[src/hw/clkPkg.sv]
package clkPkg;

  // Widths fixed by the register map
  localparam int SEL_W   = 3;
  localparam int LD_W    = 4;
  localparam int BURST_W = 8;
  localparam int DIAG_W  = 6;

  // Control functions on the diagnostic select
  // Codes 3 and 4 are EBOX step variants with no effect here
  localparam logic [SEL_W-1:0] FN_START       = 3'd1;
  localparam logic [SEL_W-1:0] FN_SINGLE_STEP = 3'd2;
  localparam logic [SEL_W-1:0] FN_BURST       = 3'd5;
  localparam logic [SEL_W-1:0] FN_CLR_RESET   = 3'd6;
  localparam logic [SEL_W-1:0] FN_SET_RESET   = 3'd7;

  // Load functions 042..047
  localparam logic [SEL_W-1:0] LD_BURST_LO = 3'd2;
  localparam logic [SEL_W-1:0] LD_BURST_HI = 3'd3;
  localparam logic [SEL_W-1:0] LD_CLK_SEL  = 3'd4;
  localparam logic [SEL_W-1:0] LD_DISABLE  = 3'd5;
  localparam logic [SEL_W-1:0] LD_CHECK    = 3'd6;
  localparam logic [SEL_W-1:0] LD_MBOX_CTL = 3'd7;

  // Load 044 layout
  typedef struct packed {
    logic [1:0] sourceSel;
    logic [1:0] rateSel;
  } clkSelT;

  // Load 045 layout, top bit unused
  typedef struct packed {
    logic spare;
    logic crmDis;
    logic edpDis;
    logic ctlDis;
  } disablesT;

  // Load 046 layout
  typedef struct packed {
    logic fmParChk;
    logic cramParChk;
    logic dramParChk;
    logic fsChk;
  } checksT;

  // Load 047 layout
  typedef struct packed {
    logic cycleDis;
    logic respSim;
    logic arArxParChk;
    logic errStopEn;
  } mboxCtlT;

  // One load nibble, read according to the load function
  typedef union packed {
    clkSelT          clkSel;
    disablesT        disables;
    checksT          checks;
    mboxCtlT         mboxCtl;
    logic [LD_W-1:0] raw;
  } ldFieldU;

  // Diagnostic readback rows
  localparam logic [SEL_W-1:0] ROW_RUN      = 3'd0;
  localparam logic [SEL_W-1:0] ROW_BURST_LO = 3'd1;
  localparam logic [SEL_W-1:0] ROW_CLK_SEL  = 3'd2;
  localparam logic [SEL_W-1:0] ROW_DIS_CHK  = 3'd3;
  localparam logic [SEL_W-1:0] ROW_MBOX     = 3'd4;

endpackage

[src/hw/clkFuncDecoder.sv]
`timescale 1ns/1ps

module clkFuncDecoder import clkPkg::*; (
  input  logic             MBOX_CLK,
  input  logic             CLK,
  input  logic             diagCtlFunc,
  input  logic             diagLdFunc,
  input  logic [SEL_W-1:0] diagSel,
  input  logic [LD_W-1:0]  ebusData,
  output logic             ctlStrobe,
  output logic [SEL_W-1:0] ctlCode,
  output logic             ld042,
  output logic             ld043,
  output logic             ld044,
  output logic             ld045,
  output logic             ld046,
  output logic             ld047,
  output ldFieldU          ldField
);

  // Registered strobe and one-hot load pulses
  // Load codes 0 and 1 fall through with no pulse
  always_ff @(posedge MBOX_CLK or posedge CLK) begin
    if (CLK) begin
      ctlStrobe <= 1'b0;
      ld042     <= 1'b0;
      ld043     <= 1'b0;
      ld044     <= 1'b0;
      ld045     <= 1'b0;
      ld046     <= 1'b0;
      ld047     <= 1'b0;
    end else begin
      ctlStrobe <= diagCtlFunc;
      ld042     <= diagLdFunc && (diagSel == LD_BURST_LO);
      ld043     <= diagLdFunc && (diagSel == LD_BURST_HI);
      ld044     <= diagLdFunc && (diagSel == LD_CLK_SEL);
      ld045     <= diagLdFunc && (diagSel == LD_DISABLE);
      ld046     <= diagLdFunc && (diagSel == LD_CHECK);
      ld047     <= diagLdFunc && (diagSel == LD_MBOX_CTL);
    end
  end

  // Code and data are captured alongside their strobes
  always_ff @(posedge MBOX_CLK) begin
    if (diagCtlFunc) begin
      ctlCode <= diagSel;
    end
    if (diagLdFunc) begin
      ldField.raw <= ebusData;
    end
  end

endmodule

[src/hw/clkCtlRegs.sv]
`timescale 1ns/1ps

module clkCtlRegs import clkPkg::*; (
  input  logic               MBOX_CLK,
  input  logic               CLK,
  input  logic               ctlStrobe,
  input  logic [SEL_W-1:0]   ctlCode,
  input  logic               ld042,
  input  logic               ld043,
  input  logic               ld044,
  input  logic               ld045,
  input  logic               ld046,
  input  logic               ld047,
  input  ldFieldU            ldField,
  input  logic               burstDec,
  output logic               go,
  output logic               burstMode,
  output logic               stepReq,
  output logic               mrReset,
  output logic               burstZero,
  output logic [BURST_W-1:0] burstCount,
  output logic [1:0]         sourceSel,
  output logic [1:0]         rateSel,
  output logic               crmDis,
  output logic               edpDis,
  output logic               ctlDis,
  output logic               fmParChk,
  output logic               cramParChk,
  output logic               dramParChk,
  output logic               fsChk,
  output logic               cycleDis,
  output logic               respSim,
  output logic               arArxParChk,
  output logic               errStopEn
);

  // Run mode flags
  // Any control function reloads both, so all but start/burst stop the clock
  always_ff @(posedge MBOX_CLK or posedge CLK) begin
    if (CLK) begin
      go        <= 1'b0;
      burstMode <= 1'b0;
    end else if (ctlStrobe) begin
      go        <= (ctlCode == FN_START);
      burstMode <= (ctlCode == FN_BURST);
    end
  end

  // Single step request, held until the gate issues its pulse
  always_ff @(posedge MBOX_CLK or posedge CLK) begin
    if (CLK) begin
      stepReq <= 1'b0;
    end else if (ctlStrobe && (ctlCode == FN_SINGLE_STEP)) begin
      stepReq <= 1'b1;
    end else if (burstDec) begin
      stepReq <= 1'b0;
    end
  end

  // MR reset flip-flop, comes up asserted
  always_ff @(posedge MBOX_CLK or posedge CLK) begin
    if (CLK) begin
      mrReset <= 1'b1;
    end else if (ctlStrobe) begin
      if (ctlCode == FN_CLR_RESET) begin
        mrReset <= 1'b0;
      end else if (ctlCode == FN_SET_RESET) begin
        mrReset <= 1'b1;
      end
    end
  end

  // Burst counter
  // Nibble loads from 042/043, counts down once per burst pulse
  always_ff @(posedge MBOX_CLK or posedge CLK) begin
    if (CLK) begin
      burstCount <= '0;
    end else if (ld042) begin
      burstCount[LD_W-1:0] <= ldField.raw;
    end else if (ld043) begin
      burstCount[BURST_W-1:LD_W] <= ldField.raw;
    end else if (burstDec && !burstZero) begin
      burstCount <= burstCount - 1'b1;
    end
  end

  assign burstZero = (burstCount == '0);

  // Load registers 044..047, each reading its own view of the nibble
  always_ff @(posedge MBOX_CLK or posedge CLK) begin
    if (CLK) begin
      sourceSel   <= 2'b00;
      rateSel     <= 2'b00;
      crmDis      <= 1'b0;
      edpDis      <= 1'b0;
      ctlDis      <= 1'b0;
      fmParChk    <= 1'b0;
      cramParChk  <= 1'b0;
      dramParChk  <= 1'b0;
      fsChk       <= 1'b0;
      cycleDis    <= 1'b0;
      respSim     <= 1'b0;
      arArxParChk <= 1'b0;
      errStopEn   <= 1'b0;
    end else begin
      // Clock source is stored for readback only
      if (ld044) begin
        sourceSel <= ldField.clkSel.sourceSel;
        rateSel   <= ldField.clkSel.rateSel;
      end
      if (ld045) begin
        crmDis <= ldField.disables.crmDis;
        edpDis <= ldField.disables.edpDis;
        ctlDis <= ldField.disables.ctlDis;
      end
      if (ld046) begin
        fmParChk   <= ldField.checks.fmParChk;
        cramParChk <= ldField.checks.cramParChk;
        dramParChk <= ldField.checks.dramParChk;
        fsChk      <= ldField.checks.fsChk;
      end
      if (ld047) begin
        cycleDis    <= ldField.mboxCtl.cycleDis;
        respSim     <= ldField.mboxCtl.respSim;
        arArxParChk <= ldField.mboxCtl.arArxParChk;
        errStopEn   <= ldField.mboxCtl.errStopEn;
      end
    end
  end

endmodule

[src/hw/clkRateGate.sv]
`timescale 1ns/1ps

module clkRateGate (
  input  logic       MBOX_CLK,
  input  logic       CLK,
  input  logic       go,
  input  logic       burstMode,
  input  logic       stepReq,
  input  logic       burstZero,
  input  logic [1:0] rateSel,
  output logic       eboxClkEn,
  output logic       burstDec
);

  logic [2:0] prescale;
  logic       tick;

  // Free running prescaler, never stopped by mode changes
  always_ff @(posedge MBOX_CLK or posedge CLK) begin
    if (CLK) begin
      prescale <= 3'd0;
    end else begin
      prescale <= prescale + 3'd1;
    end
  end

  // Tick once every 1, 2, 4 or 8 cycles
  always_comb begin
    case (rateSel)
      2'd0:    tick = 1'b1;
      2'd1:    tick = (prescale[0] == 1'b0);
      2'd2:    tick = (prescale[1:0] == 2'b00);
      default: tick = (prescale == 3'd0);
    endcase
  end

  // Burst and step pulses consume a count or the step request
  // Issued a cycle ahead of the enable so the counter is
  // already updated when the next tick is judged
  assign burstDec = tick && ((burstMode && !burstZero) || stepReq);

  // Registered EBOX clock enable
  always_ff @(posedge MBOX_CLK or posedge CLK) begin
    if (CLK) begin
      eboxClkEn <= 1'b0;
    end else begin
      eboxClkEn <= (tick && go) || burstDec;
    end
  end

endmodule

[src/hw/clkDiagRead.sv]
`timescale 1ns/1ps

module clkDiagRead import clkPkg::*; (
  input  logic               MBOX_CLK,
  input  logic               CLK,
  input  logic               diagRead,
  input  logic [SEL_W-1:0]   diagSel,
  input  logic               go,
  input  logic               burstMode,
  input  logic               stepReq,
  input  logic               mrReset,
  input  logic               burstZero,
  input  logic [BURST_W-1:0] burstCount,
  input  logic [1:0]         sourceSel,
  input  logic [1:0]         rateSel,
  input  logic               crmDis,
  input  logic               edpDis,
  input  logic               ctlDis,
  input  logic               fmParChk,
  input  logic               cramParChk,
  input  logic               dramParChk,
  input  logic               fsChk,
  input  logic               cycleDis,
  input  logic               respSim,
  input  logic               arArxParChk,
  input  logic               errStopEn,
  output logic [DIAG_W-1:0]  diagData,
  output logic               diagDriving
);

  logic [DIAG_W-1:0] rowData;

  // Row select, MSB first
  always_comb begin
    case (diagSel)
      ROW_RUN:      rowData = {go, burstMode, mrReset, burstZero, burstCount[BURST_W-1 -: 2]};
      ROW_BURST_LO: rowData = burstCount[DIAG_W-1:0];
      ROW_CLK_SEL:  rowData = {sourceSel, rateSel, stepReq, respSim};
      ROW_DIS_CHK:  rowData = {crmDis, edpDis, ctlDis, fmParChk, cramParChk, dramParChk};
      ROW_MBOX:     rowData = {fsChk, cycleDis, respSim, arArxParChk, errStopEn, burstMode};
      // Rows 5..7 read as zero
      default:      rowData = '0;
    endcase
  end

  // Bus is quiet and driver off unless a read is requested
  always_ff @(posedge MBOX_CLK or posedge CLK) begin
    if (CLK) begin
      diagData    <= '0;
      diagDriving <= 1'b0;
    end else begin
      diagData    <= diagRead ? rowData : '0;
      diagDriving <= diagRead;
    end
  end

endmodule

[src/hw/clkTop.sv]
`timescale 1ns/1ps

module clkTop import clkPkg::*; (
  input  logic              MBOX_CLK,
  input  logic              CLK,
  input  logic              diagCtlFunc,
  input  logic              diagLdFunc,
  input  logic [SEL_W-1:0]  diagSel,
  input  logic [LD_W-1:0]   ebusData,
  input  logic              diagRead,
  output logic              eboxClkEn,
  output logic              mrReset,
  output logic [DIAG_W-1:0] diagData,
  output logic              diagDriving
);

  // Decoder to registers
  logic             ctlStrobe;
  logic [SEL_W-1:0] ctlCode;
  logic             ld042;
  logic             ld043;
  logic             ld044;
  logic             ld045;
  logic             ld046;
  logic             ld047;
  ldFieldU          ldField;

  // Mode state between registers and gate
  logic               go;
  logic               burstMode;
  logic               stepReq;
  logic               burstZero;
  logic               burstDec;
  logic [BURST_W-1:0] burstCount;
  logic [1:0]         rateSel;

  // Stored status for readback
  logic [1:0] sourceSel;
  logic       crmDis;
  logic       edpDis;
  logic       ctlDis;
  logic       fmParChk;
  logic       cramParChk;
  logic       dramParChk;
  logic       fsChk;
  logic       cycleDis;
  logic       respSim;
  logic       arArxParChk;
  logic       errStopEn;

  clkFuncDecoder uDecoder (
    .MBOX_CLK    (MBOX_CLK),
    .CLK         (CLK),
    .diagCtlFunc (diagCtlFunc),
    .diagLdFunc  (diagLdFunc),
    .diagSel     (diagSel),
    .ebusData    (ebusData),
    .ctlStrobe   (ctlStrobe),
    .ctlCode     (ctlCode),
    .ld042       (ld042),
    .ld043       (ld043),
    .ld044       (ld044),
    .ld045       (ld045),
    .ld046       (ld046),
    .ld047       (ld047),
    .ldField     (ldField)
  );

  clkCtlRegs uCtlRegs (
    .MBOX_CLK    (MBOX_CLK),
    .CLK         (CLK),
    .ctlStrobe   (ctlStrobe),
    .ctlCode     (ctlCode),
    .ld042       (ld042),
    .ld043       (ld043),
    .ld044       (ld044),
    .ld045       (ld045),
    .ld046       (ld046),
    .ld047       (ld047),
    .ldField     (ldField),
    .burstDec    (burstDec),
    .go          (go),
    .burstMode   (burstMode),
    .stepReq     (stepReq),
    .mrReset     (mrReset),
    .burstZero   (burstZero),
    .burstCount  (burstCount),
    .sourceSel   (sourceSel),
    .rateSel     (rateSel),
    .crmDis      (crmDis),
    .edpDis      (edpDis),
    .ctlDis      (ctlDis),
    .fmParChk    (fmParChk),
    .cramParChk  (cramParChk),
    .dramParChk  (dramParChk),
    .fsChk       (fsChk),
    .cycleDis    (cycleDis),
    .respSim     (respSim),
    .arArxParChk (arArxParChk),
    .errStopEn   (errStopEn)
  );

  clkRateGate uRateGate (
    .MBOX_CLK  (MBOX_CLK),
    .CLK       (CLK),
    .go        (go),
    .burstMode (burstMode),
    .stepReq   (stepReq),
    .burstZero (burstZero),
    .rateSel   (rateSel),
    .eboxClkEn (eboxClkEn),
    .burstDec  (burstDec)
  );

  clkDiagRead uDiagRead (
    .MBOX_CLK    (MBOX_CLK),
    .CLK         (CLK),
    .diagRead    (diagRead),
    .diagSel     (diagSel),
    .go          (go),
    .burstMode   (burstMode),
    .stepReq     (stepReq),
    .mrReset     (mrReset),
    .burstZero   (burstZero),
    .burstCount  (burstCount),
    .sourceSel   (sourceSel),
    .rateSel     (rateSel),
    .crmDis      (crmDis),
    .edpDis      (edpDis),
    .ctlDis      (ctlDis),
    .fmParChk    (fmParChk),
    .cramParChk  (cramParChk),
    .dramParChk  (dramParChk),
    .fsChk       (fsChk),
    .cycleDis    (cycleDis),
    .respSim     (respSim),
    .arArxParChk (arArxParChk),
    .errStopEn   (errStopEn),
    .diagData    (diagData),
    .diagDriving (diagDriving)
  );

endmodule

[config.mk]
export PLATFORM = sky130hd
export DESIGN_NAME = clkTop
export DESIGN_NICKNAME = d
export VERILOG_FILES = /design/src/hw/clkPkg.sv /design/src/hw/clkFuncDecoder.sv /design/src/hw/clkCtlRegs.sv /design/src/hw/clkRateGate.sv /design/src/hw/clkDiagRead.sv /design/src/hw/clkTop.sv
export SDC_FILE = /design/constraint.sdc
export NUM_CORES = 1
export LEC_CHECK = 0
export BUFFER_PORTS_ARGS = -buffer_cell sky130_fd_sc_hd__buf_2
export CORE_UTILIZATION = 55
export DETAILED_ROUTE_END_ITERATION = 7
export PLACE_DENSITY_LB_ADDON = 0.08
export REMOVE_ABC_BUFFERS = 1
export SLEW_MARGIN = 15
export SYNTH_ARGS = -nofsm -noshare
export SYNTH_HDL_FRONTEND = slang
export SYNTH_SLANG_ARGS = --single-unit
[constraint.sdc]
create_clock -name MBOX_CLK -period 2.3 [get_ports MBOX_CLK]
set_input_delay 0.345 -clock MBOX_CLK [delete_from_list [all_inputs] [get_ports MBOX_CLK]]
set_output_delay 0.345 -clock MBOX_CLK [all_outputs]
set_load 0.005 [all_outputs]
==> impl_metrics.yaml <==
setup_path:
  end_kind: "register"
  r2r_cells: 6
  critPathMaxFanout: 7
  worstPathArrival_ps: 2080
  required_ps: 2500
  critPathLaunchType: "register"
  crit_type: "reg2reg"
timing:
  setup_viol: 0
  tns_ps: 0
  worstMarginPinSlew_ps: 610
  slew_headroom: 0.593
  fin_crit_sh: 0.820
  finClkSkew_ps: 7.79
  max_freq_mhz: 530
  post-route-min-period_ps: 1890
  hold_viol: 0
  slew_violations: 0
  rsz0062_at_grt: "no"
  fin_ws_ps: 414
floorplan:
  start_util: 0.583
  die_h_um: 67.8
  die_area_um2: 4600
  num_io_pins: 21
  fp-row-count: 23
  coreArea_um2: 4090
  die_w_um: 67.8
pwr:
  seq_power_share: 0.523
  clockPowerShare: 0.253
  internal_power_w: 0.00171
  p_leak_nw: 1.17
  p_sw_w: 0.000775
  p_per_area_nw_per_um2: 941
  switching_share: 0.312
  peakVddDrop_mv: 0.612
  power_frac_comb: 0.224
clock_tree:
  cts-htree-levels: 2
  clock_latency_ps: 300
  hold_buffers: 0
  cts_root_buf: "clkbuf_8"
  cts_setup_buffers: 0
  cts_resized: 0
  cts_buffer_depth: 2
  cts_sinks: 52
  numCtsBuffers: 5
  cts_tree: "done"
  clk_pin_slew_worst_paths_ps: 100
route:
  via_per_inst: 6.21
  drcViolationCount: 0
  drtIter0Drc: 176
  vias: 1708
  route.antenna.remaining_nets: 0
  routed_wl_um: 4890
  drt-pass1-iter-count: 6
  wl_per_cell_um: 17.8
synth:
  synth_edf_count: 7
  ys_warn_count: 0
  yosysTopAreaCell: "dfrtp_1"
  ys.flop_type: "dfrtp_1"
  syn_avg_cell_area_um2: 11.8
  ys_ff_latch: 52
  ys_seq_area_frac: 0.562
  syn-cell-area_um2: 2380
  yosysTopAreaCellShare: 0.462
  synthArstFlopShare: 0.865
  netlist_top_cells_count: "dfrtp_1 (44), nor2_1 (22), mux2_2 (18)"
  yosysMostFrequentCell: "dfrtp_1"
  synth_cell_types: 46
  syn_inst: 201
  synth_area_leaders: "dfrtp_1 (46%), edfxtp_1 (8.8%), mux2_2 (8.5%), nor2_1 (3.5%), a22oi_1 (1.9%)"
placement:
  port_buffers: 20
  dp_slack_ps: 460
  hpwl_um: 3440
  gp_congestion: 0.848
finish:
  area_growth_syn_to_layout_pct: 10.8
  drive_above_1_share: 0.249
  nNetsFinal: 239
  num_antenna_cells: 0
global_routing:
  grt_pass1_wl_um: 7930
  grt_pass1_vias: 1620
  grt.total_usage: 0.245
  grt-ovfl-total: 0
  grt_max_degree: 46
  antenna_found_initial: 0
outcome:
  status: "complete, no violations"
min_path:
  min-delay-path-class: "in2async"
flow_run:
  maxCapViolCount: 0
-- critical path, stage by stage, from the launching register on --
cell and delay [ps]:
dfrtp_1 420, inv_1 90, ha_1 220, nor4b_4 360, a21oi_2 180, and2_1 210
a221o_1 290
-- through the flow --
stage	power (W)	utilization	hold slack (ps)	cell area, um2	std cells
after floorplan	0.00167	-	376	2350	195
after global placement	0.00184	0.618	447	2530	267
after detailed placement	0.00186	0.618	483	2530	267
after CTS	0.00248	0.645	178	2640	275
after global routing	0.00262	0.645	184	2640	275
final	0.00248	0.645	146	2640	275
-- layer usage --
layer | vias to the layer above | track usage | wire length, um
met5 | - | 0 | 0
li1 | 783 | - | -
met1 | 829 | 0.334 | 2040
met3 | 13 | 0.0676 | 388
met4 | 0 | 0.115 | 114
met2 | 83 | 0.361 | 2340
-- power by group through the flow --
stage                     Sequential [W]  Combinational (W)  Clock, W
after floorplan                  0.00125           0.000422         0
after global placement           0.00131           0.000532         0
after detailed placement         0.00131           0.000548         0
after CTS                        0.00129           0.000553  0.000637
after global routing             0.00132           0.000615  0.000684
final                            0.00130           0.000556  0.000627
-- logic make-up after synthesis --
kind of cell	Yosys count	synth area share
AOI/OAI and AO/OA	42	0.130
buffers and inverters	16	0.0294
muxes	23	0.111
and+or+nand+nor	64	0.148
xor gates and xnor gates	1	0.00368
DFF	52	0.562
adders and majority gates	3	0.0158
-- sequential cells by signal (all words and copies together) (netlist names), 2 cells and up --
name	count
uCtlRegs.burstCount	8
uCtlRegs.rateSel	2
uCtlRegs.sourceSel	2
uDecoder.ctlCode	3
uDecoder.ldField	4
uDiagRead.diagData	6
uRateGate.prescale	3
-- cells in the final DEF (no fill, tap or decap), drive strengths merged, types with 4 or more instances in the layout --
cell type	instances
buf	22
inv	10
mux2i	4
nor2	22
dfrtp	44
clkbuf	6
nor3	5
a211oi	4
nand2	10
nand3	6
o21ai	5
a22oi	6
mux2	18
edfxtp	7
a21oi	9
-- worst paths after layout --
path	start	endpoint	slack (ps)
worst max-delay path	uCtlRegs.burstCount[0]	uCtlRegs.burstCount[0]	410
worst min-delay path	CLK	uCtlRegs.go	150
worst max register to register	uCtlRegs.burstCount[0]	uCtlRegs.burstCount[0]	410
worst min register to register	uRateGate.prescale[2]	uRateGate.prescale[2]	490
max in group asynchronous	CLK	uCtlRegs.mrReset	1760
min in group MBOX_CLK	diagRead	uDiagRead.diagDriving	190
-- layout make-up --
cell class | count | area, um2
fill | 323 | 1450
sequential | 52 | 1340
multi-input combinational | 133 | 973
timing repair buffer | 22 | 115
clock buffer | 6 | 72.6
tap | 50 | 62.6
clock inverter | 2 | 38.8
inverter | 10 | 37.5
No activity file was read; power rests on OpenSTA's default activity.
